===== config.mk =====
export PLATFORM = sky130hd
export DESIGN_NAME = firRegs
export DESIGN_NICKNAME = d
export VERILOG_FILES = /design/src/source/firPkg.sv /design/src/source/firRegs.sv
export SDC_FILE = /design/constraint.sdc
export NUM_CORES = 1
export LEC_CHECK = 0
export BUFFER_PORTS_ARGS = -buffer_cell sky130_fd_sc_hd__buf_2
export CAP_MARGIN = 25
export CORE_ASPECT_RATIO = 0.8
export CORE_MARGIN = 4
export CORE_UTILIZATION = 30
export CTS_BUF_LIST = sky130_fd_sc_hd__clkbuf_2
export DETAILED_ROUTE_END_ITERATION = 16
export MAX_ROUTING_LAYER = met4
export PLACE_DENSITY = 0.66
export SYNTH_ARGS = -nofsm -noshare
export SYNTH_HDL_FRONTEND = slang
export SYNTH_SLANG_ARGS = --single-unit

===== constraint.sdc =====
create_clock -name clk -period 6.57 [get_ports clk]
set_input_delay 1.314 -clock clk [delete_from_list [all_inputs] [get_ports clk]]
set_output_delay 1.314 -clock clk [all_outputs]
set_load 0.02 [all_outputs]

===== src/source/firPkg.sv =====
`default_nettype none

package firPkg;

   typedef logic signed [15:0] sample_t;
   typedef logic [13:0] hostAddr_t;
   typedef logic [23:0] hostData_t;
   typedef logic [15:0] regWord_t;
   typedef logic [10:0] bufPtr_t;
   typedef logic [6:0] freqCode_t;

   // Register map, selected by host address bits 2:0.
   localparam logic [2:0] regEscr = 3'd0;
   localparam logic [2:0] regWptr = 3'd1;
   localparam logic [2:0] regIcnt = 3'd2;
   localparam logic [2:0] regFreq = 3'd3;
   localparam logic [2:0] regOcnt = 3'd4;
   localparam logic [2:0] regFcnt = 3'd5;

   // Bit positions inside ESCR and FREQ.
   localparam int setClrBit = 15;
   localparam int ovflMaskBit = 10;
   localparam int wmiMaskBit = 9;
   localparam int startBit = 3;
   localparam int ovflBit = 2;
   localparam int wmiBit = 1;
   localparam int newFreqBit = 14;
   localparam int freqLoadBit = 7;

   localparam freqCode_t freqReset = 7'h41;
   localparam logic [7:0] wmReset = 8'hFF;

   // Filter taps sum to 8, so the shift restores unity gain.
   localparam int tap0 = 1;
   localparam int tap1 = 3;
   localparam int tap2 = 3;
   localparam int tap3 = 1;
   localparam int tapShift = 3;

   localparam int bufDepth = 1024;

   typedef struct packed {
      logic stb;
      logic [2:0] addr;
      hostData_t data;
   } regWrite_t;

   typedef struct packed {
      regWord_t escr;
      regWord_t wptr;
      regWord_t icnt;
      regWord_t freq;
      regWord_t ocnt;
      regWord_t fcnt;
   } regImage_t;

   typedef struct packed {
      logic valid;
      sample_t value;
   } outSample_t;

endpackage

`default_nettype wire


===== src/source/firRegs.sv =====
`timescale 1ns/10ps
`default_nettype none

module firRegs (
   input wire clk,
   input wire arst,
   input wire firPkg::regWrite_t regWr,
   input wire sampleStb,
   input wire firPkg::outSample_t outSample,
   output firPkg::regImage_t regs,
   output logic running,
   output firPkg::freqCode_t freqCode,
   output logic freqLoad,
   output firPkg::bufPtr_t wrPtr,
   output logic irq
);

   logic wrEscr;
   logic wrIcnt;
   logic wrFreq;
   logic wrOcnt;
   logic wrFcnt;
   logic escrSetClr;
   logic freqSetClr;
   logic ovflMask;
   logic wmiMask;
   logic ovfl;
   logic wmi;
   logic start;
   logic newFreq;
   logic validDly;
   logic [7:0] ocntWm;
   logic [7:0] ocntCnt;
   firPkg::bufPtr_t ptr;
   firPkg::bufPtr_t ptrNext;
   firPkg::regWord_t icnt;
   firPkg::regWord_t fcnt;
   firPkg::freqCode_t freqInt;

   assign wrEscr = regWr.stb && (regWr.addr == firPkg::regEscr);
   assign wrIcnt = regWr.stb && (regWr.addr == firPkg::regIcnt);
   assign wrFreq = regWr.stb && (regWr.addr == firPkg::regFreq);
   assign wrOcnt = regWr.stb && (regWr.addr == firPkg::regOcnt);
   assign wrFcnt = regWr.stb && (regWr.addr == firPkg::regFcnt);

   // Set/clear markers are visible in the read image only during the write.
   assign escrSetClr = wrEscr && regWr.data[firPkg::setClrBit];
   assign freqSetClr = wrFreq && regWr.data[firPkg::setClrBit];
   assign freqLoad = wrFreq && regWr.data[firPkg::freqLoadBit];

   always_ff @(posedge clk or posedge arst) begin
      if (arst) begin
         ovflMask <= 1'b0;
         wmiMask <= 1'b0;
         start <= 1'b0;
      end else if (wrEscr) begin
         if (regWr.data[firPkg::ovflMaskBit]) begin
            ovflMask <= regWr.data[firPkg::setClrBit];
         end
         if (regWr.data[firPkg::wmiMaskBit]) begin
            wmiMask <= regWr.data[firPkg::setClrBit];
         end
         if (regWr.data[firPkg::startBit]) begin
            start <= regWr.data[firPkg::setClrBit];
         end
      end
   end

   // Hardware events win over a software clear for both flags.
   always_ff @(posedge clk or posedge arst) begin
      if (arst) begin
         ovfl <= 1'b0;
      end else if (ptr[10]) begin
         ovfl <= 1'b1;
      end else if (wrEscr && regWr.data[firPkg::ovflBit]) begin
         ovfl <= regWr.data[firPkg::setClrBit];
      end
   end

   always_ff @(posedge clk or posedge arst) begin
      if (arst) begin
         validDly <= 1'b0;
         wmi <= 1'b0;
      end else begin
         validDly <= outSample.valid;
         if (validDly && (ocntCnt == ocntWm)) begin
            wmi <= 1'b1;
         end else if (wrEscr && regWr.data[firPkg::wmiBit]) begin
            wmi <= regWr.data[firPkg::setClrBit];
         end
      end
   end

   // The wrap bit is dropped on the edge after it appears.
   always_comb begin
      ptrNext = ptr + firPkg::bufPtr_t'(outSample.valid);
      if (ptr[10]) begin
         ptrNext[10] = 1'b0;
      end
   end

   always_ff @(posedge clk or posedge arst) begin
      if (arst) begin
         ptr <= '0;
         icnt <= '0;
         fcnt <= '0;
         ocntWm <= firPkg::wmReset;
         ocntCnt <= '0;
      end else begin
         ptr <= ptrNext;
         if (wrIcnt) begin
            icnt <= regWr.data[15:0];
         end else begin
            icnt <= icnt + firPkg::regWord_t'(sampleStb);
         end
         if (wrFcnt) begin
            fcnt <= regWr.data[15:0];
         end else if (start) begin
            fcnt <= fcnt + 16'd1;
         end
         if (wrOcnt) begin
            ocntWm <= regWr.data[15:8];
            ocntCnt <= regWr.data[7:0];
         end else begin
            ocntCnt <= ocntCnt + 8'(outSample.valid);
         end
      end
   end

   always_ff @(posedge clk or posedge arst) begin
      if (arst) begin
         freqInt <= firPkg::freqReset;
         newFreq <= 1'b0;
      end else begin
         if (freqLoad) begin
            freqInt <= regWr.data[6:0];
         end
         if (wrFreq && regWr.data[firPkg::newFreqBit]) begin
            newFreq <= regWr.data[firPkg::setClrBit];
         end
      end
   end

   always_comb begin
      regs.escr = '0;
      regs.escr[firPkg::setClrBit] = escrSetClr;
      regs.escr[firPkg::ovflMaskBit] = ovflMask;
      regs.escr[firPkg::wmiMaskBit] = wmiMask;
      regs.escr[firPkg::startBit] = start;
      regs.escr[firPkg::ovflBit] = ovfl;
      regs.escr[firPkg::wmiBit] = wmi;
      regs.wptr = {6'd0, ptr[9:0]};
      regs.icnt = icnt;
      regs.freq = '0;
      regs.freq[firPkg::setClrBit] = freqSetClr;
      regs.freq[firPkg::newFreqBit] = newFreq;
      regs.freq[firPkg::freqLoadBit] = freqLoad;
      regs.freq[6:0] = freqInt;
      regs.ocnt = {ocntWm, ocntCnt};
      regs.fcnt = fcnt;
   end

   assign running = start;
   assign freqCode = freqInt;
   assign wrPtr = ptr;
   assign irq = (ovfl && ovflMask) || (wmi && wmiMask);

endmodule

`default_nettype wire


# Word-level counts from Yosys, hierarchy flattened
# Index checks and enable logic that the tools add are counted.
# Widths: inputs -> output; s select.
dict set report totals {
  register_bits 73
  output_inout_bits 117
}
dict set report op_classes {
  add_sub_neg 4
  n_eq_ne 5
  muxes 9
  reduce_logical 22
}
# cell n
set ops {}
lappend ops {{$mux 16} 3}
lappend ops {{$add 16x1->16} 1}
lappend ops {{$add 16x1->16 const B} 1}
lappend ops {{$logic_and 1x1->1} 14}
lappend ops {{$add 11x1->11} 1}
lappend ops {{$add 8x1->8} 1}
lappend ops {{$eq 8x8->1} 1}
lappend ops {{$mux 8} 1}
lappend ops {{$eq 3x2->1 const B} 2}
lappend ops {{$eq 3x3->1 const B} 2}
lappend ops {{$reduce_and 2->1} 3}
lappend ops {{$reduce_bool 2->1} 3}
lappend ops {{$mux 1} 5}
lappend ops {{$logic_not 3->1} 1}
lappend ops {{$logic_or 1x1->1} 1}

# Depth between registers and ports, before layout
dict set report depth {
  ltp_word 5
  depth_mapped 6
}

# Least setup slack after synthesis
# No wires, ideal clock.
dict set report synth_timing {
  path_kind {input -> output}
  start {in regWr[24] (netlist name)}
  end {out regs[95] (netlist name)}
  arrival_time_ps 2310
  t_required_ps 5256
  slack_ps 2946
  cell_stages 3
  path_buffers 1
  path_cell_list {nor4b_1 > and2_1 > buf_4}
}
dict set report synth_via {
  elab_chain_len 3
}
# element line_no
set synth_rtl {}
lappend synth_rtl {{from (decl)} firRegs.sv:7} ;# input wire firPkg::regWrite_t regWr,
lappend synth_rtl {{$logic_not 3->1} firRegs.sv:40} ;# assign wrEscr = regWr.stb && (regWr.addr == firPkg::regEscr);
lappend synth_rtl {{$logic_and 1x1->1} firRegs.sv:40}
lappend synth_rtl {{$logic_and 1x1->1} firRegs.sv:47} ;# assign escrSetClr = wrEscr && regWr.data[firPkg::setClrBit];
lappend synth_rtl {{to (decl)} firRegs.sv:10} ;# output firPkg::regImage_t regs,
# No other way between the ends.

# Final worst setup path
dict set report layout_timing {
  start {in regWr[26] (netlist name)}
  end {out freqLoad}
}
dict set report layout_via {
  elab_chain_len 3
}
# element line_no
set layout_rtl {}
lappend layout_rtl {{$eq 3x2->1} firRegs.sv:42} ;# assign wrFreq = regWr.stb && (regWr.addr == firPkg::regFreq);
lappend layout_rtl {{$logic_and 1x1->1} firRegs.sv:42}
lappend layout_rtl {{$logic_and 1x1->1} firRegs.sv:49} ;# assign freqLoad = wrFreq && regWr.data[firPkg::freqLoadBit];
lappend layout_rtl {{to (decl)} firRegs.sv:13} ;# output logic freqLoad,
# No other way between the ends.

==> results.json <==
{
  "status": "complete, no violations",
  "insertion_delay_ns": 0.53,
  "ctsResizeCount": 0,
  "ant_nets": 0,
  "grt_pass1_wl_um": 16300,
  "drc": 0,
  "drt_iter0_markers": 181,
  "finalPower_mw": 1.768,
  "gr-total-overflow": 0,
  "cp_data_required_time_ns": 5.26,
  "path_clk_slew_ns": 0.18,
  "gp_congestion": 0.8631,
  "fmax_mhz": 265.7,
  "cts_sinks": 73,
  "core_um2": 12820,
  "synth_cells": 385,
  "syn_to_final_growth_pct": 17.14,
  "critPathMostFrequentCell": "buf_2",
  "clock_path_buffers": 2,
  "io_pins": 165,
  "htreeDepth": 3,
  "grt_max_degree": 74,
  "final_cell_mix": "buf_2 (118), dfrtp_1 (63), nand2_1 (51)",
  "drive_gt1_share_pct": 36.68,
  "rsz0062_at_grt": "false",
  "setup_violations": 0,
  "worstHoldPathType": "flop to flop",
  "synthesis.area_um2": 3926,
  "swShare_pct": 45.20,
  "crit_slowest_cell": "and4b_1",
  "synthFlopType": "dfrtp_1",
  "p_sw_uw": 799.2,
  "p_leak_nw": 2.075,
  "grt_pass1_vias": 2945,
  "final_net_count": 538,
  "dieArea_um2": 14990,
  "skew_ns": 0.01276,
  "tns_ns": 0,
  "slowest_delay_ns": 0.38,
  "vias_per_cell": 4.582,
  "antenna_found_initial": 0,
  "cts_tree": "yes",
  "maxCapViolCount": 0,
  "ys_types": 40,
  "die_x_um": 135.9,
  "cts.hold.buffers_added": 0,
  "ir_worst_vdd_mv": 0.1882,
  "num_vias": 3038,
  "fp.dieH_um": 110.3,
  "numCtsBuffers": 9,
  "grt_use_met1_pct": 19.80,
  "n_antenna_cell": 0,
  "p_clk_share_pct": 13.9,
  "async_flop_share_pct": 100.0,
  "path_class": "primary input to output port",
  "drt_first_pass_iters": 4,
  "final_util_pct": 35.87,
  "rows": 37,
  "whs_ns": 0.5341,
  "p_int_uw": 968.7,
  "finalHoldViolations": 0,
  "fin_crit_ns": 3.763,
  "ys_warn_count": 0,
  "dp_slack_ns": 2.808,
  "layout_commonest_cell": "buf_2",
  "ys_seq_elements": 73,
  "hpwl_um": 8020,
  "yosysSeqAreaShare_pct": 46.85,
  "routed_wl_um": 10820,
  "wl_per_cell_um": 16.32,
  "slew_violations": 0,
  "setup_slack_ns": 2.807,
  "port_buffers": 118,
  "cp_max_fo": 8,
  "use_met3_pct": 4.220,
  "gr-usage-met2_pct": 22.55,
  "combPwrFrac_pct": 41.8,
  "end_kind": "output port",
  "cts_root_buffer": "clkbuf_2",
  "top_usage_layer": "met2",
  "postCtsSetupRepairBufs": 0,
  "p_per_area_nw_per_um2": 384.4,
  "grt.total_usage_pct": 14.89,
  "worstPathCellList": "buf_2, and4b_1, nand2_1, inv_1, buf_2",
  "crit_path_start_kind": "primary input",
  "start_util_pct": 30.62,
  "critPathArrivalTime_ns": 2.45,
  "seq_power_share_pct": 44.3,
  "synth_edf_count": 0,
  "period_share_pct": 57.28,
  "syn_avg_cell_area_um2": 10.20
}
-- cell usage after synthesis, drive strengths merged (3+ instances only) --
| cell | instances | share of area (%) |
|---|---|---|
| nand4 | 9 | 1.6 |
| dfstp | 10 | 6.7 |
| nor2 | 12 | 1.1 |
| nand2 | 51 | 4.9 |
| or4 | 4 | 0.76 |
| o31ai | 3 | 0.57 |
| o21ai | 31 | 4.0 |
| mux2 | 24 | 6.9 |
| nor3 | 5 | 0.64 |
| xor2 | 17 | 3.8 |
| buf | 49 | 9.5 |
| ha | 7 | 2.2 |
| nand3 | 18 | 2.5 |
| a31oi | 3 | 0.48 |
| inv | 9 | 0.86 |
| nor4 | 10 | 1.6 |
| xnor2 | 30 | 6.7 |
| clkbuf | 9 | 0.89 |
| dfrtp | 63 | 40 |
-- routing by layer --
| metal | vias up | wire length [um] |
|---|---|---|
| met5 | - | 0 |
| met2 | 109 | 4971 |
| met4 | 0 | 172 |
| met3 | 16 | 670 |
| li1 | 1449 | - |
| met1 | 1464 | 5005 |
-- final cells by class --
type	count	area, um2
Multi-Input combinational cell	266	1750
Timing Repair Buffer	124	655.6
Tap cell	175	219.0
Clock buffer	11	55.05
Sequential cell	73	1839
Clock inverter	5	46.29
Inverter	9	33.78
Fill cell	1332	8224
-- stage by stage --
step | cell area [um2] | instances
floorplan | 4005 | 406
global placement | 4471 | 646
detailed placement | 4471 | 646
CTS | 4572 | 662
global route | 4599 | 663
finish | 4599 | 663
-- state kept, by name, summed over array words and instances, names as in the netlist --
| signal | flops |
|---|---|
| fcnt | 16 |
| freqCode | 7 |
| icnt | 16 |
| newFreq | 1 |
| ocntCnt | 8 |
| ocntWm | 8 |
| ovfl | 1 |
| ovflMask | 1 |
| running | 1 |
| validDly | 1 |
| wmi | 1 |
| wmiMask | 1 |
| wrPtr | 11 |
-- power groups by stage --
stage	clock [mW]	combinational, mW	sequential (mW)
after global routing	0.275	0.812	0.811
after global placement	0	0.735	0.782
after floorplan	0	0.393	0.922
final	0.246	0.739	0.782
after detailed placement	0	0.745	0.792
after CTS	0.255	0.747	0.783
-- worst paths after layout --
check                                           to  cells after the start                start  slack, ns
setup / recovery                          freqLoad                      5            regWr[26]       2.81
setup reg to reg              fcnt[15]$_DFFE_PP0P_                      4  running$_DFFE_PP0P_       4.57
hold reg to reg                 wrPtr[9]$_DFF_PP0_                      1   wrPtr[9]$_DFF_PP0_       0.53
hold / removal                  wrPtr[9]$_DFF_PP0_                      1   wrPtr[9]$_DFF_PP0_       0.53
min in group asynchronous      newFreq$_DFFE_PP0P_                      3                 arst       0.68
max in group asynchronous  freqCode[6]$_DFFE_PP1P_                      4                 arst       5.26
-- cell families after synthesis --
| kind of cell | share of synthesized area [%] |
|---|---|
| multiplexers | 7.393 |
| adder cells (fa/ha/maj) | 2.231 |
| other | 0.09551 |
| XOR/XNOR | 10.48 |
| AND/OR/NAND/NOR | 15.74 |
| buffers and inverters | 11.22 |
| AO/OA/AOI/OAI | 5.991 |
| flip-flops | 46.85 |
-- critical path, delay by kind of cell --
family	cells	cell delay, ns
buffers and inverters	3	0.45
and+or+nand+nor	2	0.68
Power figures use the tool's default switching activity.
