$ cat config.mk
export PLATFORM = sky130hd
export DESIGN_NAME = hostPort
export DESIGN_NICKNAME = d
export VERILOG_FILES = /design/src/source/firPkg.sv /design/src/source/hostPort.sv
export SDC_FILE = /design/constraint.sdc
export NUM_CORES = 1
export LEC_CHECK = 0
export BUFFER_PORTS_ARGS = -buffer_cell sky130_fd_sc_hd__buf_2
export CORE_AREA = 2 2 87 89
export DETAILED_ROUTE_END_ITERATION = 16
export DIE_AREA = 0 0 89 91
export PLACE_DENSITY = 0.7
export SETUP_SLACK_MARGIN = 0.2
export SLEW_MARGIN = 40
export SYNTH_ARGS = -nofsm -noshare
export SYNTH_HDL_FRONTEND = slang
export SYNTH_SLANG_ARGS = --single-unit
$ cat constraint.sdc
create_clock -name clk -period 2.14 [get_ports clk]
set_clock_uncertainty 0.1 [all_clocks]
set_input_delay 0.107 -clock clk [delete_from_list [all_inputs] [get_ports clk]]
set_output_delay 0.107 -clock clk [all_outputs]
set_load 0.005 [all_outputs]
$ cat src/source/firPkg.sv
`default_nettype none

package firPkg;

   typedef logic signed [15:0] sample_t;
   typedef logic [13:0] hostAddr_t;
   typedef logic [23:0] hostData_t;
   typedef logic [15:0] regWord_t;
   typedef logic [10:0] bufPtr_t;
   typedef logic [6:0] freqCode_t;

   // Register map, selected by host address bits 2:0.
   localparam logic [2:0] regEscr = 3'd0;
   localparam logic [2:0] regWptr = 3'd1;
   localparam logic [2:0] regIcnt = 3'd2;
   localparam logic [2:0] regFreq = 3'd3;
   localparam logic [2:0] regOcnt = 3'd4;
   localparam logic [2:0] regFcnt = 3'd5;

   // Bit positions inside ESCR and FREQ.
   localparam int setClrBit = 15;
   localparam int ovflMaskBit = 10;
   localparam int wmiMaskBit = 9;
   localparam int startBit = 3;
   localparam int ovflBit = 2;
   localparam int wmiBit = 1;
   localparam int newFreqBit = 14;
   localparam int freqLoadBit = 7;

   localparam freqCode_t freqReset = 7'h41;
   localparam logic [7:0] wmReset = 8'hFF;

   // Filter taps sum to 8, so the shift restores unity gain.
   localparam int tap0 = 1;
   localparam int tap1 = 3;
   localparam int tap2 = 3;
   localparam int tap3 = 1;
   localparam int tapShift = 3;

   localparam int bufDepth = 1024;

   typedef struct packed {
      logic stb;
      logic [2:0] addr;
      hostData_t data;
   } regWrite_t;

   typedef struct packed {
      regWord_t escr;
      regWord_t wptr;
      regWord_t icnt;
      regWord_t freq;
      regWord_t ocnt;
      regWord_t fcnt;
   } regImage_t;

   typedef struct packed {
      logic valid;
      sample_t value;
   } outSample_t;

endpackage

`default_nettype wire

$ cat src/source/hostPort.sv
`timescale 1ns/10ps
`default_nettype none

module hostPort (
   input wire clk,
   input wire arst,
   input wire hostWrStb,
   input wire firPkg::hostAddr_t hostAddr,
   input wire firPkg::hostData_t hostWrData,
   input wire hostRdStb,
   input wire firPkg::hostAddr_t hostRdAddr,
   input wire firPkg::regImage_t regs,
   input wire firPkg::regWord_t rdWord,
   output firPkg::regWrite_t regWr,
   output logic [$clog2(firPkg::bufDepth)-1:0] bufRdAddr,
   output logic hostRdValid,
   output firPkg::regWord_t hostRdData
);

   logic rdSelBuf;
   firPkg::regWord_t regRdMux;
   firPkg::regWord_t regRdWord;

   // Buffer space is read-only, so writes there are dropped.
   assign regWr.stb = hostWrStb && !hostAddr[13];
   assign regWr.addr = hostAddr[2:0];
   assign regWr.data = hostWrData;

   assign bufRdAddr = hostRdAddr[9:0];

   always_comb begin
      case (hostRdAddr[2:0])
         firPkg::regEscr: regRdMux = regs.escr;
         firPkg::regWptr: regRdMux = regs.wptr;
         firPkg::regIcnt: regRdMux = regs.icnt;
         firPkg::regFreq: regRdMux = regs.freq;
         firPkg::regOcnt: regRdMux = regs.ocnt;
         firPkg::regFcnt: regRdMux = regs.fcnt;
         default: regRdMux = '0;
      endcase
   end

   always_ff @(posedge clk or posedge arst) begin
      if (arst) begin
         hostRdValid <= 1'b0;
         rdSelBuf <= 1'b0;
      end else begin
         hostRdValid <= hostRdStb;
         if (hostRdStb) begin
            rdSelBuf <= hostRdAddr[13];
         end
      end
   end

   always_ff @(posedge clk) begin
      if (hostRdStb) begin
         regRdWord <= regRdMux;
      end
   end

   // The memory output already carries one cycle of latency.
   assign hostRdData = rdSelBuf ? rdWord : regRdWord;

endmodule

`default_nettype wire

After elaboration in Yosys (flattened, before gate mapping)
Index checks and enable logic that the tools add are counted.
{ "classes": {"reduce_logical": 3, "muxes": 2, "eq_ne": 5} }
{ "ops": {"columns": ["cell", "count"], "rows": [
  ["one-hot mux 16 bit (6 select lines)", 1],
  ["two-way mux 16 bit", 1],
  ["== test 3 x 2 -> 1 bit (second input constant)", 2],
  ["== test 3 bit (second input constant)", 2],
  ["== test 3 x 1 -> 1 bit (second input constant)", 1],
  ["logical NOT 3 bit", 1],
  ["logical AND 1 bit", 1],
  ["logical NOT 1 bit", 1]
]} }
{ "totals": {"regBits": 18} }

Depth between registers and ports, before layout
Gate-level depths: netlist (run 1).
{ "depth": {"ltp_word": 2, "ltp_mapped": 6} }

Least setup slack after synthesis (run 1)
No wires, ideal clock.
{ "synth_path": {"path_type": "reg-to-output", "from": "reg rdSelBuf", "to": "out hostRdData[10]", "path_stages_with_launch": 4, "required_time_ns": 1.933, "arrival_time_ns": 1.039, "path_slack_ns": 0.894, "n_path_buf": 2, "path_cell_list": "dfrtp_1 -> buf_2 -> buf_2 -> mux2_2"} }
{ "synth_via": {"elab_chain_cells": 1} }
{ "synth_rtl": {"columns": ["element", "line", "rtl"], "rows": [
  ["from (decl)", "hostPort.sv:20", "logic rdSelBuf;"],
  ["from (signal assigned)", "hostPort.sv:50", "rdSelBuf <= hostRdAddr[13];"],
  ["two-way mux 16 bit", "hostPort.sv:62", "assign hostRdData = rdSelBuf ? rdWord : regRdWord;"],
  ["to (decl)", "hostPort.sv:17", "output firPkg::regWord_t hostRdData"]
]} }
Every way passes these cells.

Final worst setup path (run 1)
{ "layout_path": {"from": "reg rdSelBuf", "to": "out hostRdData[3]"} }
Same word-level chain as after synthesis.

==> results of run 1 <==
-- cells by family (layout without fill, tap and decap cells) --
kind of cell    Yosys count  in the layout
buf+inv                  60            157
simple gates             45             45
mux                      41             41
compound gates           40             40
flops                    18             18
-- worst max-delay path, stage by stage (launching register included) --
cell and delay [ns]:
dfrtp_1 0.82, mux2_2 0.42, buf_2 0.13
-- power by group through the flow --
stage,Clock [W],Combinational [W],Sequential (W)
global placement,0,0.000366,0.000455
global route,0.000306,0.000417,0.000453
floorplan,0,0.000262,0.000439
detailed placement,0,0.000375,0.000457
CTS,0.000295,0.000380,0.000449
finish,0.000282,0.000375,0.000448
-- final timing paths --
kind,to,slack [ns],depth (start not counted)
min in group asynchronous,hostRdValid,0.15,3
max in group asynchronous,rdSelBuf,1.69,3
worst min-delay path,regRdWord[11],0.05,3
worst max register to register,rdSelBuf,0.89,1
worst max-delay path,hostRdData[3],0.31,2
worst min register to register,rdSelBuf,0.99,1
-- through the flow --
stage,area (µm²),hold WS (ns),setup slack [ns],power [W],util [%]
final,2490,0.0502,0.309,0.00110,34.9
after detailed placement,2410,-0.145,0.299,0.000832,33.8
after CTS,2490,0.0408,0.275,0.00112,34.9
after floorplan,1940,-0.252,0.894,0.000701,-
after global placement,2410,-0.141,0.346,0.000820,33.8
after global routing,2490,0.0572,0.214,0.00118,34.9
-- synth_stat cells (all sizes together) --
master and instances:
nor2 1, dfrtp 2, nor2b 8, edfxtp 16, a221oi 2, o211ai 6, nand3b 4, a31oi 2
mux2i 10, nor3b 7, o21ai 4, buf 53, nor3 1, nand2b 1, o221ai 4, and2b 2
o32ai 4, a221o 4, a32oi 7, inv 7, a21oi 7, mux2 31, nand2 20, and3b 1
-- registers in the layout (all words and copies together), names as in the netlist --
signal / flops
rdSelBuf: 1
hostRdValid: 1
regRdWord: 16
-- area by class of cell --
class	count	area (µm²)	share of cell area (%)
clock buffers	4	55.1	2.21
multi-input cells	126	1000	40.4
flip-flops and latches	18	531	21.3
well taps	99	124	4.98
inverters	7	26.3	1.06
repair buffers	146	748	30.1
-- metal layers --
metal	GRT usage [%]	routed length (µm)
met3	1.91	516
met1	16.5	2460
met5	0	0
met2	24.0	2870
met4	5.97	143
==> run metrics, run 1 <==
outcome finished clean; Inserted Diodes 0; Layout area overhead 28.2%; peak supply drop 0.112 mV; Cell Area, Synth 1940 µm²; initial antenna violation count 0; Clock power frac 25.5%; simple-gate share of the synthesized area 13.1%; CTS Buffer Depth 2; Hold Buf Count CTS 2; Synth Register Bits 18; hold path start regs[11]; largest cells by area after synthesis edfxtp_1 25%, buf_4 16%, mux2_2 9.9%, mux2_1 8.1%, mux2i_1 5.2%; synth unique cells 28; Max FO, Critical Path 17; Fillers 758; layout cells sized above 1 55.5%; first-iteration detailed-routing DRC count 52; Crit. Startpoint rdSelBuf; cell taking the most area after synthesis edfxtp_1; starting density of the core 27.2%; syn nets 372; hold crit path type in -> reg; register area share after synthesis 27.3%; Initial DRT Pass Iterations 4; TritonCTS Sinks 18; Req. time, crit path 1.93 ns; Max Slew Vio Count 0; Switching Power 0.000301 W; crit path DAT 1.62 ns; Worst Max-Slew Pin Slew 0.730 ns; Sw Ratio 27.2%; cell at the root of the clock tree clkbuf_8; largest family of logic cells by synthesized area multiplexers; Cell Pwr Density 444 nW/µm²; H-Tree Depth 1; non-filler instance count after layout 400; final hold violations 0; total congestion overflow 0; cell-internal power 0.000804 W; Comb power frac 33.9%; vias in the first global route 1905; dpl hpwl 4690 µm; Post-CTS Setup Repair Bufs 0; Vias 1917; Die Y 91 µm; DR WL/cell 15.0 µm; Adder-Cell Fraction of Synth Area 0%; Post-Route WL 5990 µm; # port buffers 141; post-synthesis compound-gate area fraction 15.5%; TritonCTS clock tree built; mux contribution to synthesized area 23.1%; Achievable Freq 0.546 GHz; fin nets 470; Cells after DPL 394; first-pass GRT wire length 8780 µm; Yosys top cell area share 24.7%; Die ar. 8100 µm²; gpl congestion 0.766; TritonCTS Buffers 3; I/O pin total 223; Total Neg Setup Slack 0 ns; row count 31; Worst setup SP type flip-flop; Residual DRC 0; Leakage 1.15 nW; vias per inst 4.79; endpoints failing setup 0; fin crit share 85.5%; Crit Reg-Reg Startpoint rdSelBuf; Worst Setup End Kind output pin; clk_lat worst skew 0.25 ns; Die X 89 µm; RSZ-0062 raised after global routing no; largest net degree at the start of global routing 33; Post-CTS Resized 0; Post-Synth XOR/XNOR Area 0%; most frequent cells in the layout 141 x buf_2, 20 x nand2_1, 17 x mux2_2; fin crit period 1.83 ns; Syn Area/Cell 9.52 µm²; Mapped Cells 204; core box area 7140 µm²; YS warnings 0; most common cell after layout, fill and taps aside buf_2; crit path kind reg -> out; max-cap viol count 0; Detail Route Antenna Nets 0; register share of total power 40.6%; clk slew on worst S/H paths 0.07 ns; GRT Util Overall 13.8%; relative slew slack 51.4%
Note: power is estimated with default switching activity, not from simulation.
==> inputs of run 2 (changes only) <==
Settings changed: ABC_AREA set to 1, CORE_AREA 2 2 87 89 to 2 2 86 88, DIE_AREA 0 0 89 91 to 0 0 88 90, PLACE_DENSITY 0.7 to 0.74, RECOVER_POWER set to 50.
==> run metrics, run 2 <==
leading registers by flop count regRdWord (16), hostRdValid (1), rdSelBuf (1); Vias 2403; register share of total power 41.3%; Die X 88 µm; dpl hpwl 5000 µm; vias per inst 4.64; TritonCTS Buffers 3; Die Y 90 µm; Layout area overhead 24.7%; Synth Register Bits 18; DR WL/cell 11.8 µm; clk slew on worst S/H paths 0.06 ns; Fillers 763; Post-CTS Setup Repair Bufs 0; crit-path leading delay family buffers and inverters; Largest Register regRdWord; RSZ-0062 raised after global routing no; Achievable Freq 0.630 GHz; Worst setup SP type input port; Switching Power 0.000329 W; Yosys top cell area share 23.3%; I/O pin total 223; Initial DRT Pass Iterations 4; Leakage 1.48 nW; YS warnings 0; largest net degree at the start of global routing 49; first-iteration detailed-routing DRC count 93; Synth top cells by count 97 x nand2_1, 43 x nand4_1, 41 x buf_4; largest cells by area after synthesis edfxtp_1 23%, nand2_1 18%, buf_4 15%, nand4_1 13%, nand3_1 8.5%; Syn Area/Cell 6.27 µm²; Comb power frac 36.2%; starting density of the core 29.4%; synth unique cells 16; Post-CTS Resized 0; # port buffers 141; GRT Util Overall 14.1%; H-Tree Depth 1; Clock power frac 22.5%; Post-Route WL 6130 µm; Max Slew Vio Count 0; Die ar. 7920 µm²; first-pass GRT wire length 9010 µm; most frequent cells in the layout 139 x buf_2, 97 x nand2_1, 43 x nand4_1; vias in the first global route 2033; Crit path buffers/inverters 3; Cell Area, Synth 2060 µm²; fin crit period 1.59 ns; clk_lat worst skew 0.25 ns; gpl congestion 0.920; Inserted Diodes 0; core box area 7020 µm²; Mapped Cells 329; Main synth FF type edfxtp_1; layout cells sized above 1 35.8%; cell taking the most area after synthesis edfxtp_1; final hold violations 0; Detail Route Antenna Nets 0; outcome finished clean; crit path kind in -> reg; Cell Pwr Density 412 nW/µm²; most common cell in the netlist nand2_1; Residual DRC 0; Sw Ratio 31.0%; syn nets 497; cell at the root of the clock tree clkbuf_8; TritonCTS clock tree built; Hold Buf Count CTS 2; Total Neg Setup Slack 0 ns; fin crit share 74.2%; TritonCTS Sinks 18; Worst Max-Slew Pin Slew 0.934 ns; register area share after synthesis 25.7%; row count 31; ys async rst share 11.1%; total congestion overflow 0; peak supply drop 0.0995 mV; cell-internal power 0.000730 W; fin nets 588; hold crit path type in -> reg; CP max stage cell inv_2; max-cap viol count 0; CP peak stage delay 0.52 ns; most common cell after layout, fill and taps aside buf_2; CP Cell Sequence buf_2 > inv_2 > nand3_1 > o21ai_0 > inv_1 > nand2_1; initial antenna violation count 0; Worst Setup End Kind flip-flop; crit path DAT 1.61 ns; max FFs per register 16; relative slew slack 37.7%; Req. time, crit path 2.16 ns; final core utilization 36.6%; endpoints failing setup 0; CTS Buffer Depth 2; Max FO, Critical Path 48; Post-synth EDFFs 16
-- run 2: logic make-up (layout without fill, tap and decap cells) --
group                  after synthesis  count (layout)  share of synthesized area, %
flip-flops                          18              18                          25.7
buffers and inverters               95             185                          26.2
AND/OR/NAND/NOR                    199             199                          44.0
AO/OA/AOI/OAI                       17              17                          4.12
-- run 2: layout make-up --
type | count | area, µm² | area share (%)
multi-input cells | 216 | 992 | 38.6
repair buffers | 147 | 753 | 29.3
flip-flops and latches | 18 | 531 | 20.6
inverters | 34 | 128 | 4.96
well taps | 99 | 124 | 4.82
clock buffers | 4 | 45.0 | 1.75
-- run 2: final timing paths --
check | start | endpoint | slack, ns | cells after the start
worst max register to register | rdSelBuf | rdSelBuf | 1.01 | 3
worst min register to register | rdSelBuf | rdSelBuf | 0.77 | 3
min in group asynchronous | arst | rdSelBuf | 0.14 | 3
max in group asynchronous | arst | hostRdValid | 1.69 | 3
worst max-delay path | hostRdAddr[2] | regRdWord[8] | 0.55 | 6
worst min-delay path | regs[70] | regRdWord[6] | 0.04 | 3
-- run 2: per-layer routing --
metal,vias to the layer above,track usage (%),share of wire [%]
met2,130,24.6,48
met4,0,6.41,2.5
met1,1029,17.1,42
met5,-,0,0
met3,14,1.19,7.7
li1,1230,-,-
-- run 2: power by group through the flow --
stage / registers, W / logic [W] / clock network (W)
6_report: 0.000437 / 0.000384 / 0.000238
2_1_floorplan: 0.000442 / 0.000246 / 0
3_5_place_dp: 0.000445 / 0.000384 / 0
5_1_grt: 0.000441 / 0.000431 / 0.000259
3_3_place_gp: 0.000444 / 0.000377 / 0
4_1_cts: 0.000437 / 0.000388 / 0.000247
-- run 2: worst register-to-register path: stages, from the launching register on --
cell and delay (ns):
dfrtp_1 0.36, buf_4 0.19, inv_2 0.22, o21ai_0 0.11
-- run 2: metrics by stage --
stage | cells | cell area [µm²] | worst slack, ns | total power, W | hold WS, ns
detailed placement | 512 | 2510 | 0.262 | 0.000828 | -0.137
CTS | 518 | 2570 | 0.524 | 0.00107 | 0.0330
floorplan | 329 | 2060 | 0.945 | 0.000688 | -0.252
finish | 518 | 2570 | 0.552 | 0.00106 | 0.0423
global route | 518 | 2570 | 0.327 | 0.00113 | 0.0598
global placement | 512 | 2510 | 0.324 | 0.000821 | -0.137
