## config.mk

```make
export PLATFORM = sky130hd
export DESIGN_NAME = firDecimator
export DESIGN_NICKNAME = d
export VERILOG_FILES = /design/src/source/firPkg.sv /design/src/source/firDecimator.sv
export SDC_FILE = /design/constraint.sdc
export NUM_CORES = 1
export LEC_CHECK = 0
export ABC_AREA = 1
export ABC_CLOCK_PERIOD_IN_PS = 4400
export BUFFER_PORTS_ARGS = -buffer_cell sky130_fd_sc_hd__buf_4
export CORE_UTILIZATION = 55
export CTS_BUF_LIST = sky130_fd_sc_hd__clkbuf_4 sky130_fd_sc_hd__clkbuf_8
export DETAILED_ROUTE_END_ITERATION = 12
export PLACE_DENSITY = 0.7
export REMOVE_ABC_BUFFERS = 1
export SETUP_SLACK_MARGIN = 0.02
export SLEW_MARGIN = 20
export SYNTH_ARGS = -nofsm -noshare
export SYNTH_HDL_FRONTEND = slang
export SYNTH_SLANG_ARGS = --single-unit
export TNS_END_PERCENT = 100
```

## constraint.sdc

```tcl
create_clock -name clk -period 4.4 [get_ports clk]
set_input_delay 0.66 -clock clk [delete_from_list [all_inputs] [get_ports clk]]
set_output_delay 0.66 -clock clk [all_outputs]
set_load 0.05 [all_outputs]
```

## src/source/firPkg.sv

```systemverilog
`default_nettype none

package firPkg;

   typedef logic signed [15:0] sample_t;
   typedef logic [13:0] hostAddr_t;
   typedef logic [23:0] hostData_t;
   typedef logic [15:0] regWord_t;
   typedef logic [10:0] bufPtr_t;
   typedef logic [6:0] freqCode_t;

   // Register map, selected by host address bits 2:0.
   localparam logic [2:0] regEscr = 3'd0;
   localparam logic [2:0] regWptr = 3'd1;
   localparam logic [2:0] regIcnt = 3'd2;
   localparam logic [2:0] regFreq = 3'd3;
   localparam logic [2:0] regOcnt = 3'd4;
   localparam logic [2:0] regFcnt = 3'd5;

   // Bit positions inside ESCR and FREQ.
   localparam int setClrBit = 15;
   localparam int ovflMaskBit = 10;
   localparam int wmiMaskBit = 9;
   localparam int startBit = 3;
   localparam int ovflBit = 2;
   localparam int wmiBit = 1;
   localparam int newFreqBit = 14;
   localparam int freqLoadBit = 7;

   localparam freqCode_t freqReset = 7'h41;
   localparam logic [7:0] wmReset = 8'hFF;

   // Filter taps sum to 8, so the shift restores unity gain.
   localparam int tap0 = 1;
   localparam int tap1 = 3;
   localparam int tap2 = 3;
   localparam int tap3 = 1;
   localparam int tapShift = 3;

   localparam int bufDepth = 1024;

   typedef struct packed {
      logic stb;
      logic [2:0] addr;
      hostData_t data;
   } regWrite_t;

   typedef struct packed {
      regWord_t escr;
      regWord_t wptr;
      regWord_t icnt;
      regWord_t freq;
      regWord_t ocnt;
      regWord_t fcnt;
   } regImage_t;

   typedef struct packed {
      logic valid;
      sample_t value;
   } outSample_t;

endpackage

`default_nettype wire

```

## src/source/firDecimator.sv

```systemverilog
`timescale 1ns/10ps
`default_nettype none

module firDecimator (
   input wire clk,
   input wire arst,
   input wire sampleStb,
   input wire firPkg::sample_t sampleIn,
   input wire running,
   input wire firPkg::freqCode_t freqCode,
   input wire freqLoad,
   output firPkg::outSample_t outSample
);

   logic accepted;
   logic keep;
   logic outValid;
   logic signed [31:0] acc;
   logic signed [31:0] shifted;
   firPkg::sample_t dly0;
   firPkg::sample_t dly1;
   firPkg::sample_t dly2;
   firPkg::sample_t outValue;
   firPkg::freqCode_t decCnt;
   firPkg::freqCode_t decCntNext;

   // Samples that arrive while stopped are dropped here.
   assign accepted = sampleStb && running;

   // The accumulator is wide enough that the tap sum never overflows.
   always_comb begin
      acc = 32'(sampleIn) * firPkg::tap0
          + 32'(dly0) * firPkg::tap1
          + 32'(dly1) * firPkg::tap2
          + 32'(dly2) * firPkg::tap3;
      shifted = acc >>> firPkg::tapShift;
   end

   always_ff @(posedge clk or posedge arst) begin
      if (arst) begin
         dly0 <= '0;
         dly1 <= '0;
         dly2 <= '0;
      end else if (accepted) begin
         dly0 <= sampleIn;
         dly1 <= dly0;
         dly2 <= dly1;
      end
   end

   // A code of 0 or 1 lets every result through.
   assign decCntNext = decCnt + 7'd1;
   assign keep = decCntNext >= freqCode;

   always_ff @(posedge clk or posedge arst) begin
      if (arst) begin
         decCnt <= '0;
      end else if (freqLoad) begin
         decCnt <= '0;
      end else if (accepted) begin
         if (keep) begin
            decCnt <= '0;
         end else begin
            decCnt <= decCntNext;
         end
      end
   end

   always_ff @(posedge clk or posedge arst) begin
      if (arst) begin
         outValid <= 1'b0;
      end else begin
         outValid <= accepted && keep;
      end
   end

   always_ff @(posedge clk) begin
      if (accepted) begin
         outValue <= shifted[15:0];
      end
   end

   assign outSample.valid = outValid;
   assign outSample.value = outValue;

endmodule

`default_nettype wire

```

## After elaboration in Yosys (flattened, before gate mapping)

Cells that the tools add are included.

| word-level totals | value |
|---|---|
| register bits after elaboration | 72 |
| bits of input ports | 28 |
| output and inout port bits | 17 |
| word-level logic and storage cells | 19 |

| cells by class | value |
|---|---|
| $add $sub $neg | 4 |
| multiply operators | 2 |
| magnitude comparators | 1 |
| mux-type cells | 3 |
| reduce and logical (&&, ||, !) cells | 3 |

Operators with widths:

| operator | count |
|---|---|
| multiplier 16 x 3 -> 19 bit (second input constant) | 2 |
| 2-to-1 mux 7 bit | 3 |
| adder 16 x 19 -> 19 bit | 1 |
| adder 19 x 16 -> 19 bit | 1 |
| adder 19 bit | 1 |
| adder 7 x 1 -> 7 bit (second input constant) | 1 |
| greater-or-equal comparator 7 bit | 1 |
| logical AND 1 bit | 2 |
| nonzero test 2 bit | 1 |

## Logic depth before layout (Yosys ltp)

Gate-level depths: netlist of the first run.

| depth | value |
|---|---|
| word-level depth | 5 |
| gate-level depth with buffers | 19 |
| gate-level depth less buffers | 19 |

## Worst setup path after synthesis of the first run

OpenSTA, ideal clock, no wires.

| path | value |
|---|---|
| path kind | register to register |
| start | reg dly0[1] |
| end | reg outValue[9], data pin |
| library setup time | 0.252 ns |
| data arrival time | 3.369 ns |
| data required time | 4.148 ns |
| path slack | 0.779 ns |
| cell stages (with the launch flop) | 18 |
| buffers on the path | 0 |
| period minus slack after synthesis | 3.621 ns |
| cells stage by stage | dfrtp_1 -> ha_1 -> inv_1 -> fa_1 -> inv_1 -> fa_1 -> inv_1 -> fa_1 -> a21oi_1 -> fa_1 -> nand3_1 -> nand2_1 -> nand2_1 -> nand3_1 -> nand2_1 -> nand2_1 -> nand2_1 -> nand2_1 |

| on the way | value |
|---|---|
| cells in the longest elaborated chain, start to end | 4 |

Ends and longest elaborated chain:

| what | line | source |
|---|---|---|
| start: declaration | firDecimator.sv:20 | `firPkg::sample_t dly0;` |
| start signal: assignment | firDecimator.sv:45 | `dly0 <= sampleIn;` |
| multiplier 16 x 3 -> 19 bit | firDecimator.sv:33 | `+ 32'(dly0) * firPkg::tap1` |
| adder 16 x 19 -> 19 bit | firDecimator.sv:33 |  |
| adder 19 bit | firDecimator.sv:34 | `+ 32'(dly1) * firPkg::tap2` |
| adder 19 x 16 -> 19 bit | firDecimator.sv:35 | `+ 32'(dly2) * firPkg::tap3;` |
| net acc[12] | firDecimator.sv:18 | `logic signed [31:0] acc;` |
| end signal: assignment | firDecimator.sv:79 | `outValue <= shifted[15:0];` |
| end: declaration | firDecimator.sv:23 | `firPkg::sample_t outValue;` |

The timed path passes the listed nets, and every way through them passes these cells.
A chain may end at the register's enable or synchronous reset.

## Worst setup path after layout of the first run

| path | value |
|---|---|
| start | reg dly0[1] |
| end | reg outValue[13], data pin |

Same word-level chain as after synthesis.

==> flow_metrics.tcl, run 1 <==
set metrics [dict create \
    outcome "finished clean" \
    io_pins 45 \
    async_reset_ff_frac 0.778 \
    syn_area_um2 5830 \
    cp_num_cells 17 \
    cts_max_level 3 \
    synth_top_cell_area_share 0.240 \
    antenna_found_initial 0 \
    fin_nets 841 \
    grt_max_degree 57 \
    crit_family "adder cells" \
    die_y_um 105 \
    rsz0062_at_grt "no" \
    post_cts_resize_count 0 \
    ys_seq_area_frac 0.323 \
    yosysMostFrequentCell "nand2_1" \
    row_count 37 \
    cts_root_buf "clkbuf_8" \
    crit_path_top_delay_cell "fa_1" \
    clk_latency_ns 0.36 \
    grt_overflow 0 \
    hpwl_um 8310 \
    cts.path.max_buffers 2 \
    setup_tns_ns 0 \
    period_share 0.888 \
    first_pass_iters 5 \
    critPathMaxStageDelay_ns 0.56 \
    cp.arrival_ns 4.03 \
    grt_pass1_wl_um 18800 \
    cts.sinks 72 \
    vias 4099 \
    hold_ws_ns 0.487 \
    maxCapViolations 0 \
    required_ns 4.52 \
    ys_seq_elements 72 \
    yosys_warnings 0 \
    worstSetupEndpointType "flip-flop" \
    clk_pin_slew_ns 0.08 \
    vias_per_cell 4.93 \
    hp-class "flip-flop to flip-flop" \
    ant_nets 0 \
    cts_hold_buffers 0 \
    cts-buffers-inserted 9 \
    n_antenna_cell 0 \
    syn_area_per_cell_um2 9.07 \
    die_w_um 105 \
    crit_buf_inv 3 \
    cts_tree "yes" \
    slew_violations 0 \
    postSynthCellCount 643 \
    grt_pass1_vias 4268 \
    synth.distinct_cells 32 \
    synth_edf_count 16 \
    area_delta_synth_final_pct 11.4 \
    drc_errors 0 \
    initial_utilization 0.565 \
    gp_congestion 0.887 \
    drive_gt1_frac 0.118 \
    critPathLaunchType "flip-flop" \
    portBuffers 44 \
    relSlewSlack 0.520 \
    synth_common_cells "154 x nand2_1, 153 x inv_1, 63 x fa_1" \
    cp_common_cell "nand2_1" \
    post-place-ws_ns 0.529 \
    wl_um 10600 \
    postCtsSetupRepairBufs 0 \
    die-area_um2 11000 \
    synth_ff_type "dfrtp_1" \
    grt_use_total 0.217 \
    reg2regPathDepth 17 \
    path_cells "ha_1 > inv_1 > fa_1 > inv_1 > fa_1 > inv_1 > fa_1 > a21oi_1 > fa_1 > nand3_1 > nand2_1 > nand2_1 > nand3_1 > nand2_1 > nand2_1 > nand2_1 > nand2_1" \
    fp.coreArea_um2 10300 \
    yosysTopAreaCell "dfrtp_1" \
    skew_ns 0.00897 \
    setup_ws_ns 0.492 \
    wl_per_cell_um 12.8 \
    dr.first_iter.drc_count 155 \
    setup.worst_path.class "flip-flop to flip-flop" \
    path_max_fanout 3 \
    finalSetupViolCount 0 \
    finalHoldViolCount 0 \
    post-route-min-period_ns 3.91 \
    worst_slew_pin_slew_ns 0.720 \
    synthTopCellsByArea "dfrtp_1 24%, fa_1 22%, ha_1 13%" \
    max_freq_mhz 256 \
    holdPathStages 2 \
    fillCellCount 859 \
]
cell families after synthesis:
logic type | after synthesis | synth area share
buf+inv | 167 | 0.109
compound gates | 69 | 0.0611
simple gates | 199 | 0.141
xor+xnor | 14 | 0.0236
flops | 72 | 0.323
fa+ha+maj | 122 | 0.343
cell usage in the layout, fill, tap and decap left out, types with 2 or more instances in the layout:
master / Yosys / routed
nand2_2: 5 / 5
a21oi_1: 16 / 16
nand2_1: 154 / 154
clkbuf_4: 0 / 5
o21ai_1: 7 / 7
xnor2_2: 2 / 2
inv_1: 153 / 152
nor2_2: 2 / 2
nor3_1: 2 / 2
clkbuf_8: 0 / 11
fa_1: 63 / 63
nand3_2: 2 / 2
xnor2_1: 2 / 2
and2_1: 2 / 2
dfrtp_1: 56 / 56
nor2_1: 13 / 13
inv_2: 4 / 5
ha_1: 59 / 59
o21ai_0: 42 / 42
buf_4: 1 / 47
xor2_1: 10 / 10
edfxtp_1: 16 / 16
nand3_1: 15 / 15
sequential cells by signal, summed over array words and instances, names as in the netlist:
| name | cells |
|---|---|
| dly0 | 16 |
| dly2 | 16 |
| decCnt | 7 |
| outValue | 16 |
| dly1 | 16 |
| outValid | 1 |
worst register-to-register path: stages (launching register included):
cell and delay (ns):
dfrtp_1 0.41, ha_1 0.30, inv_1 0.06, fa_1 0.54, inv_1 0.06, fa_1 0.53
inv_1 0.06, fa_1 0.56, a21oi_1 0.06, fa_1 0.40, nand3_1 0.10, nand2_1 0.10
nand2_1 0.07, nand3_1 0.14, nand2_1 0.13, nand2_1 0.07, nand2_1 0.06, nand2_1 0.05
metal layers:
layer	GRT usage	routed length, µm
met1	0.268	4630
met4	0.0734	173
met5	0	0
met3	0.0381	386
met2	0.385	5430
area by class of cell:
| type | instances | area [µm²] | area share |
|---|---|---|---|
| sequential | 72 | 1880 | 0.290 |
| inverter | 157 | 589 | 0.0907 |
| tap | 136 | 170 | 0.0262 |
| multi-input combinational | 404 | 3320 | 0.510 |
| clock buffer | 16 | 189 | 0.0291 |
| timing repair buffer | 47 | 353 | 0.0543 |
per-stage QoR:
step | std cells | instance area [µm²] | utilization
2_1_floorplan | 633 | 5790 | -
3_3_place_gp | 816 | 6310 | 0.611
3_5_place_dp | 816 | 6310 | 0.611
4_1_cts | 832 | 6500 | 0.630
5_1_grt | 832 | 6500 | 0.630
6_report | 832 | 6500 | 0.630
worst paths after layout:
path                                     start                      to  slack, ns
setup / recovery           dly0[1]$_DFFE_PP0P_  outValue[13]$_DFFE_PP_       0.49
hold / removal             dly2[0]$_DFFE_PP0P_     dly2[0]$_DFFE_PP0P_       0.49
setup reg to reg           dly0[1]$_DFFE_PP0P_  outValue[13]$_DFFE_PP_       0.49
hold reg to reg            dly2[0]$_DFFE_PP0P_     dly2[0]$_DFFE_PP0P_       0.49
max in group asynchronous                 arst     dly1[1]$_DFFE_PP0P_       3.42
min in group asynchronous                 arst     dly1[6]$_DFFE_PP0P_       0.50
Power of run 1 is not shown: default switching activity piles up to over one toggle a cycle in this logic, so the estimate is an artifact.
==> run 2, diff against run 1 <==
CORE_UTILIZATION = 62   (was 55)
PLACE_DENSITY = 0.78   (was 0.7)
==> run 2 against run 1 <==
  * Cell count down 3.1%
  * Routed wire length fell by 0.66%
  * Clock-buffer cell count shrank 7
  * Register-to-register slack worse by 0.02 ns
  * Critical path depth unchanged
  * Die area shrank 11%
==> flow_metrics.tcl, run 2 (same netlist as run 1, synthesis figures left out) <==
set metrics [dict create \
    finalNonFillerCells 806 \
    layout_common_cells "154 x nand2_1, 152 x inv_1, 63 x fa_1" \
    io_pins 45 \
    post_cts_resize_count 0 \
    portBuffers 44 \
    globalRouteMet2Util 0.464 \
    wl_um 10500 \
    grt_overflow 0 \
    setup.worst_path.class "flip-flop to flip-flop" \
    cts_root_buf "clkbuf_8" \
    skew_ns 0.00764 \
    use_met1 0.292 \
    required_ns 4.51 \
    grt_use_total 0.253 \
    cts-buffers-inserted 9 \
    finalHoldViolCount 0 \
    hpwl_um 8290 \
    n_antenna_cell 0 \
    dp.cells 790 \
    vias_per_cell 5.14 \
    grt_max_degree 57 \
    die_y_um 99.0 \
    cts_tree "yes" \
    initial_utilization 0.634 \
    setup_ws_ns 0.474 \
    mostFrequentLayoutCell "nand2_1" \
    grt_pass1_vias 4591 \
    die-area_um2 9800 \
    area_delta_synth_final_pct 10.9 \
    gp_congestion 0.895 \
    wl_per_cell_um 13.1 \
    ant_nets 0 \
    reg2regPathDepth 17 \
    dr.first_iter.drc_count 120 \
    cts.path.max_buffers 2 \
    path_max_fanout 3 \
    period_share 0.892 \
    drive_gt1_frac 0.117 \
    setup_tns_ns 0 \
    drc_errors 0 \
    antenna_found_initial 0 \
    cp.arrival_ns 4.03 \
    fin_nets 840 \
    first_pass_iters 5 \
    slew_violations 0 \
    worst_slew_pin_slew_ns 0.977 \
    max_freq_mhz 255 \
    row_count 35 \
    clk_pin_slew_ns 0.08 \
    fp.coreArea_um2 9200 \
    post-route-min-period_ns 3.93 \
    outcome "finished clean" \
    hp-class "input port to asynchronous set/reset pin" \
    rsz0062_at_grt "no" \
    postCtsSetupRepairBufs 0 \
    worstSetupEndpointType "flip-flop" \
    finalSetupViolCount 0 \
    relSlewSlack 0.346 \
    top_usage_layer "met2" \
    critPathLaunchType "flip-flop" \
    vias 4140 \
    die_w_um 99.0 \
    cts.sinks 72 \
    clk_latency_ns 0.36 \
    maxCapViolations 0 \
    met3_usage 0.0397 \
    cts_hold_buffers 0 \
    cts_max_level 3 \
    post-place-ws_ns 0.520 \
    grt_pass1_wl_um 19400 \
]
## run 2: cell count changes in the layout (fill, tap and decap cells not counted)
cell        change
clkinv_2        +2
buf_4           -1
clkinv_4        +2
clkinvlp_4      +1
clkbuf_8        -2
bufinv_16       +1
inv_4           +1
clkbuf_4        -5
## run 2: per-layer routing
layer  wire, µm  up-vias
met2       5490       67
met1       4450     2006
met4        307        0
met3        301       27
li1           -     2040
met5          0        -
## run 2: path summary, 6_finish.rpt
path | endpoint | from | slack [ns]
setup / recovery | outValue[11]$_DFFE_PP_ | dly0[1]$_DFFE_PP0P_ | 0.47
hold / removal | dly1[6]$_DFFE_PP0P_ | arst | 0.50
setup reg to reg | outValue[11]$_DFFE_PP_ | dly0[1]$_DFFE_PP0P_ | 0.47
hold reg to reg | dly2[1]$_DFFE_PP0P_ | dly2[1]$_DFFE_PP0P_ | 0.50
max in group asynchronous | dly1[13]$_DFFE_PP0P_ | arst | 3.42
min in group clk | dly2[1]$_DFFE_PP0P_ | dly2[1]$_DFFE_PP0P_ | 0.50
## run 2: worst max-delay path: stages, from the launching register on
cell and delay, ns:
dfrtp_1 0.43, ha_1 0.29, inv_1 0.05, fa_1 0.53
inv_1 0.05, fa_1 0.54, inv_1 0.06, fa_1 0.56
a21oi_1 0.06, fa_1 0.41, nand3_1 0.11, nand2_1 0.10
nand3_1 0.09, nand2_1 0.11, nand2_1 0.11, nand2_1 0.06
nand2_1 0.05, nand2_1 0.07
## run 2: stage by stage
step / util / hold slack, ns / cell area (µm²)
2_1_floorplan: - / 0.453 / 5790
3_3_place_gp: 0.682 / 0.470 / 6270
3_5_place_dp: 0.682 / 0.479 / 6270
4_1_cts: 0.703 / 0.500 / 6470
5_1_grt: 0.703 / 0.522 / 6470
6_report: 0.703 / 0.497 / 6470
## run 2: final cells by class
| type | count | area [µm²] |
|---|---|---|
| clock buffers | 9 | 124 |
| repair buffers | 46 | 345 |
| multi-input cells | 404 | 3320 |
| clock inverters | 7 | 71.3 |
| inverters | 157 | 589 |
| flip-flops and latches | 72 | 1880 |
| well taps | 111 | 139 |
| fillers | 711 | 2730 |
Power of run 2 is left out for the same reason.
==> run 3, diff against run 2 <==
ABC_AREA = default   (was 1)
SLEW_MARGIN = default   (was 20)
==> run 3 against run 2 <==
  * Critical path depth fell by 2
  * Sequential share of layout area increased by 0.59 points
  * Register-to-register slack lost 0.36 ns
  * Fmax down 8.4%
  * Highest routed layer unchanged
  * Critical path type unchanged
  * Via count is 15% lower
  * Critical endpoint is now outValue[13]$_DFFE_PP_
  * Hold slack worse by 0.012 ns
  * Die area is 4.2% lower
  * Non-clock buffer count rose by 9
  * Routed wire length shrank 6.2%
  * Flip-flop and latch count unchanged
  * Worst setup slack lost 0.36 ns
  * Clock skew up 0.0022 ns
==> flow_metrics.tcl, run 3 <==
set metrics [dict create \
    die-area_um2 9390 \
    gp_congestion 0.785 \
    synth.distinct_cells 37 \
    met3_usage 0.0383 \
    fp.coreArea_um2 8720 \
    postSynthCellCount 493 \
    path_max_fanout 4 \
    globalRouteMet2Util 0.412 \
    mostFrequentLayoutCell "inv_1" \
    cts_hold_buffers 0 \
    io_pins 45 \
    outcome "finished clean" \
    top_usage_layer "met2" \
    cts_max_level 3 \
    initial_utilization 0.640 \
    finalNonFillerCells 663 \
    cts_tree "yes" \
    dr.first_iter.drc_count 130 \
    layout_common_cells "106 x inv_1, 62 x fa_1, 57 x ha_1" \
    post-place-ws_ns -0.000937 \
    fin_nets 700 \
    cts-buffers-inserted 9 \
    synth_top_cell_area_share 0.251 \
    clk_pin_slew_ns 0.08 \
    wl_um 9890 \
    cp.arrival_ns 4.41 \
    syn_area_per_cell_um2 11.3 \
    skew_ns 0.00981 \
    cts.sinks 72 \
    period_share 0.974 \
    regToRegSetupSlack_ns 0.11 \
    yosysMostFrequentCell "inv_1" \
    hold_ws_ns 0.485 \
    finalSetupViolCount 0 \
    critPathLaunchType "flip-flop" \
    antenna_found_initial 0 \
    ys_seq_elements 72 \
    fillCellCount 616 \
    hpwl_um 7540 \
    crit_path_top_delay_cell "fa_1" \
    cts.path.max_buffers 2 \
    setup_ws_ns 0.113 \
    ys_seq_area_frac 0.337 \
    worst_slew_pin_slew_ns 0.704 \
    grt_max_degree 57 \
    row_count 34 \
    grt_overflow 0 \
    cts_root_buf "clkbuf_8" \
    n_antenna_cell 0 \
    die_w_um 96.9 \
    grt_pass1_wl_um 17600 \
    first_pass_iters 4 \
    wl_per_cell_um 14.9 \
    synth_edf_count 16 \
    dp.cells 643 \
    relSlewSlack 0.531 \
    finalHoldViolCount 0 \
    vias_per_cell 5.31 \
    async_reset_ff_frac 0.778 \
    vias 3521 \
    grt_use_total 0.237 \
    drive_gt1_frac 0.214 \
    slew_violations 0 \
    area_delta_synth_final_pct 13.5 \
    hp-class "input port to asynchronous set/reset pin" \
    required_ns 4.52 \
    yosysTopAreaCell "dfrtp_1" \
    path_cells "ha_1 > inv_1 > fa_1 > inv_1 > fa_1 > inv_1 > fa_1 > nor2_1 > fa_2 > a21o_1 > a221o_1 > a41oi_2 > o21ai_2 > a31oi_1 > xnor2_1" \
    synthTopCellsByArea "dfrtp_1 25%, fa_1 23%, ha_1 13%" \
    maxCapViolations 0 \
    drc_errors 0 \
    clk_latency_ns 0.36 \
    post-route-min-period_ns 4.29 \
    grt_pass1_vias 3803 \
    setup.worst_path.class "flip-flop to flip-flop" \
    synth_common_cells "108 x inv_1, 63 x fa_1, 59 x ha_1" \
    worstSetupEndpointType "flip-flop" \
    portBuffers 44 \
    syn_area_um2 5580 \
    rsz0062_at_grt "yes" \
    yosys_warnings 0 \
    max_freq_mhz 233 \
    synth_ff_type "dfrtp_1" \
    use_met1 0.295 \
    die_y_um 96.9 \
    ant_nets 0 \
    postLayoutCoreUtil 0.727 \
    critPathMaxStageDelay_ns 0.53 \
]
==> run 3: final cells by class <==
class | instances | area (µm²) | area share
clock inverter | 5 | 81.3 | 0.0128
clock buffer | 11 | 139 | 0.0219
tap | 108 | 135 | 0.0213
sequential | 72 | 1880 | 0.297
multi-input combinational | 304 | 3280 | 0.518
timing repair buffer | 55 | 413 | 0.0651
inverter | 108 | 405 | 0.0640
==> run 3: cell families (layout without fill, tap and decap cells) <==
logic type | Yosys count | in the layout | share of synthesized area
adder cells (fa/ha/maj) | 122 | 122 | 0.358
buffers and inverters | 117 | 179 | 0.0793
flip-flops | 72 | 72 | 0.337
AND/OR/NAND/NOR | 68 | 68 | 0.0556
AO/OA/AOI/OAI | 57 | 57 | 0.0641
multiplexers | 37 | 37 | 0.0746
XOR/XNOR | 20 | 20 | 0.0314
==> run 3: metrics by stage <==
step	setup TNS, ns	cell area (µm²)
after floorplan	0	5550
after global placement	0	6060
after detailed placement	-0.000937	6060
after CTS	0	6290
after global routing	-0.0342	6340
final	0	6340
==> run 3: path summary, 6_finish.rpt <==
path                                startpoint                endpoint  cells past startpoint
max in group asynchronous                 arst    dly2[15]$_DFFE_PP0P_                      3
max reg2reg                dly0[2]$_DFFE_PP0P_  outValue[13]$_DFFE_PP_                     15
min reg2reg                dly2[1]$_DFFE_PP0P_     dly2[1]$_DFFE_PP0P_                      1
min                                       arst     dly2[5]$_DFFE_PP0P_                      3
max                        dly0[2]$_DFFE_PP0P_  outValue[13]$_DFFE_PP_                     15
min in group clk           dly2[1]$_DFFE_PP0P_     dly2[1]$_DFFE_PP0P_                      1
==> run 3: timing repair <==
| item | CTS | global route |
|---|---|---|
| resized for setup | 1 | 4 |
| pin swaps | 1 | 10 |
| setup buffers | 0 | 4 |
| endpoints found under the setup margin | 1 | 6 |
==> run 3: critical path, delay by kind of cell (launching register included) <==
family                   cells  cell delay [ns]
buffers and inverters        3             0.17
AO/OA/AOI/OAI                5             1.08
AND/OR/NAND/NOR              1             0.08
XOR/XNOR                     1             0.08
flip-flops                   1             0.41
adder cells (fa/ha/maj)      5             2.22
==> run 3: routing by layer <==
metal | part of all wire | routed length, µm
met4 | 0.026 | 261
met2 | 0.52 | 5170
met3 | 0.024 | 237
met1 | 0.43 | 4220
met5 | 0 | 0
Power of run 3 is left out for the same reason.
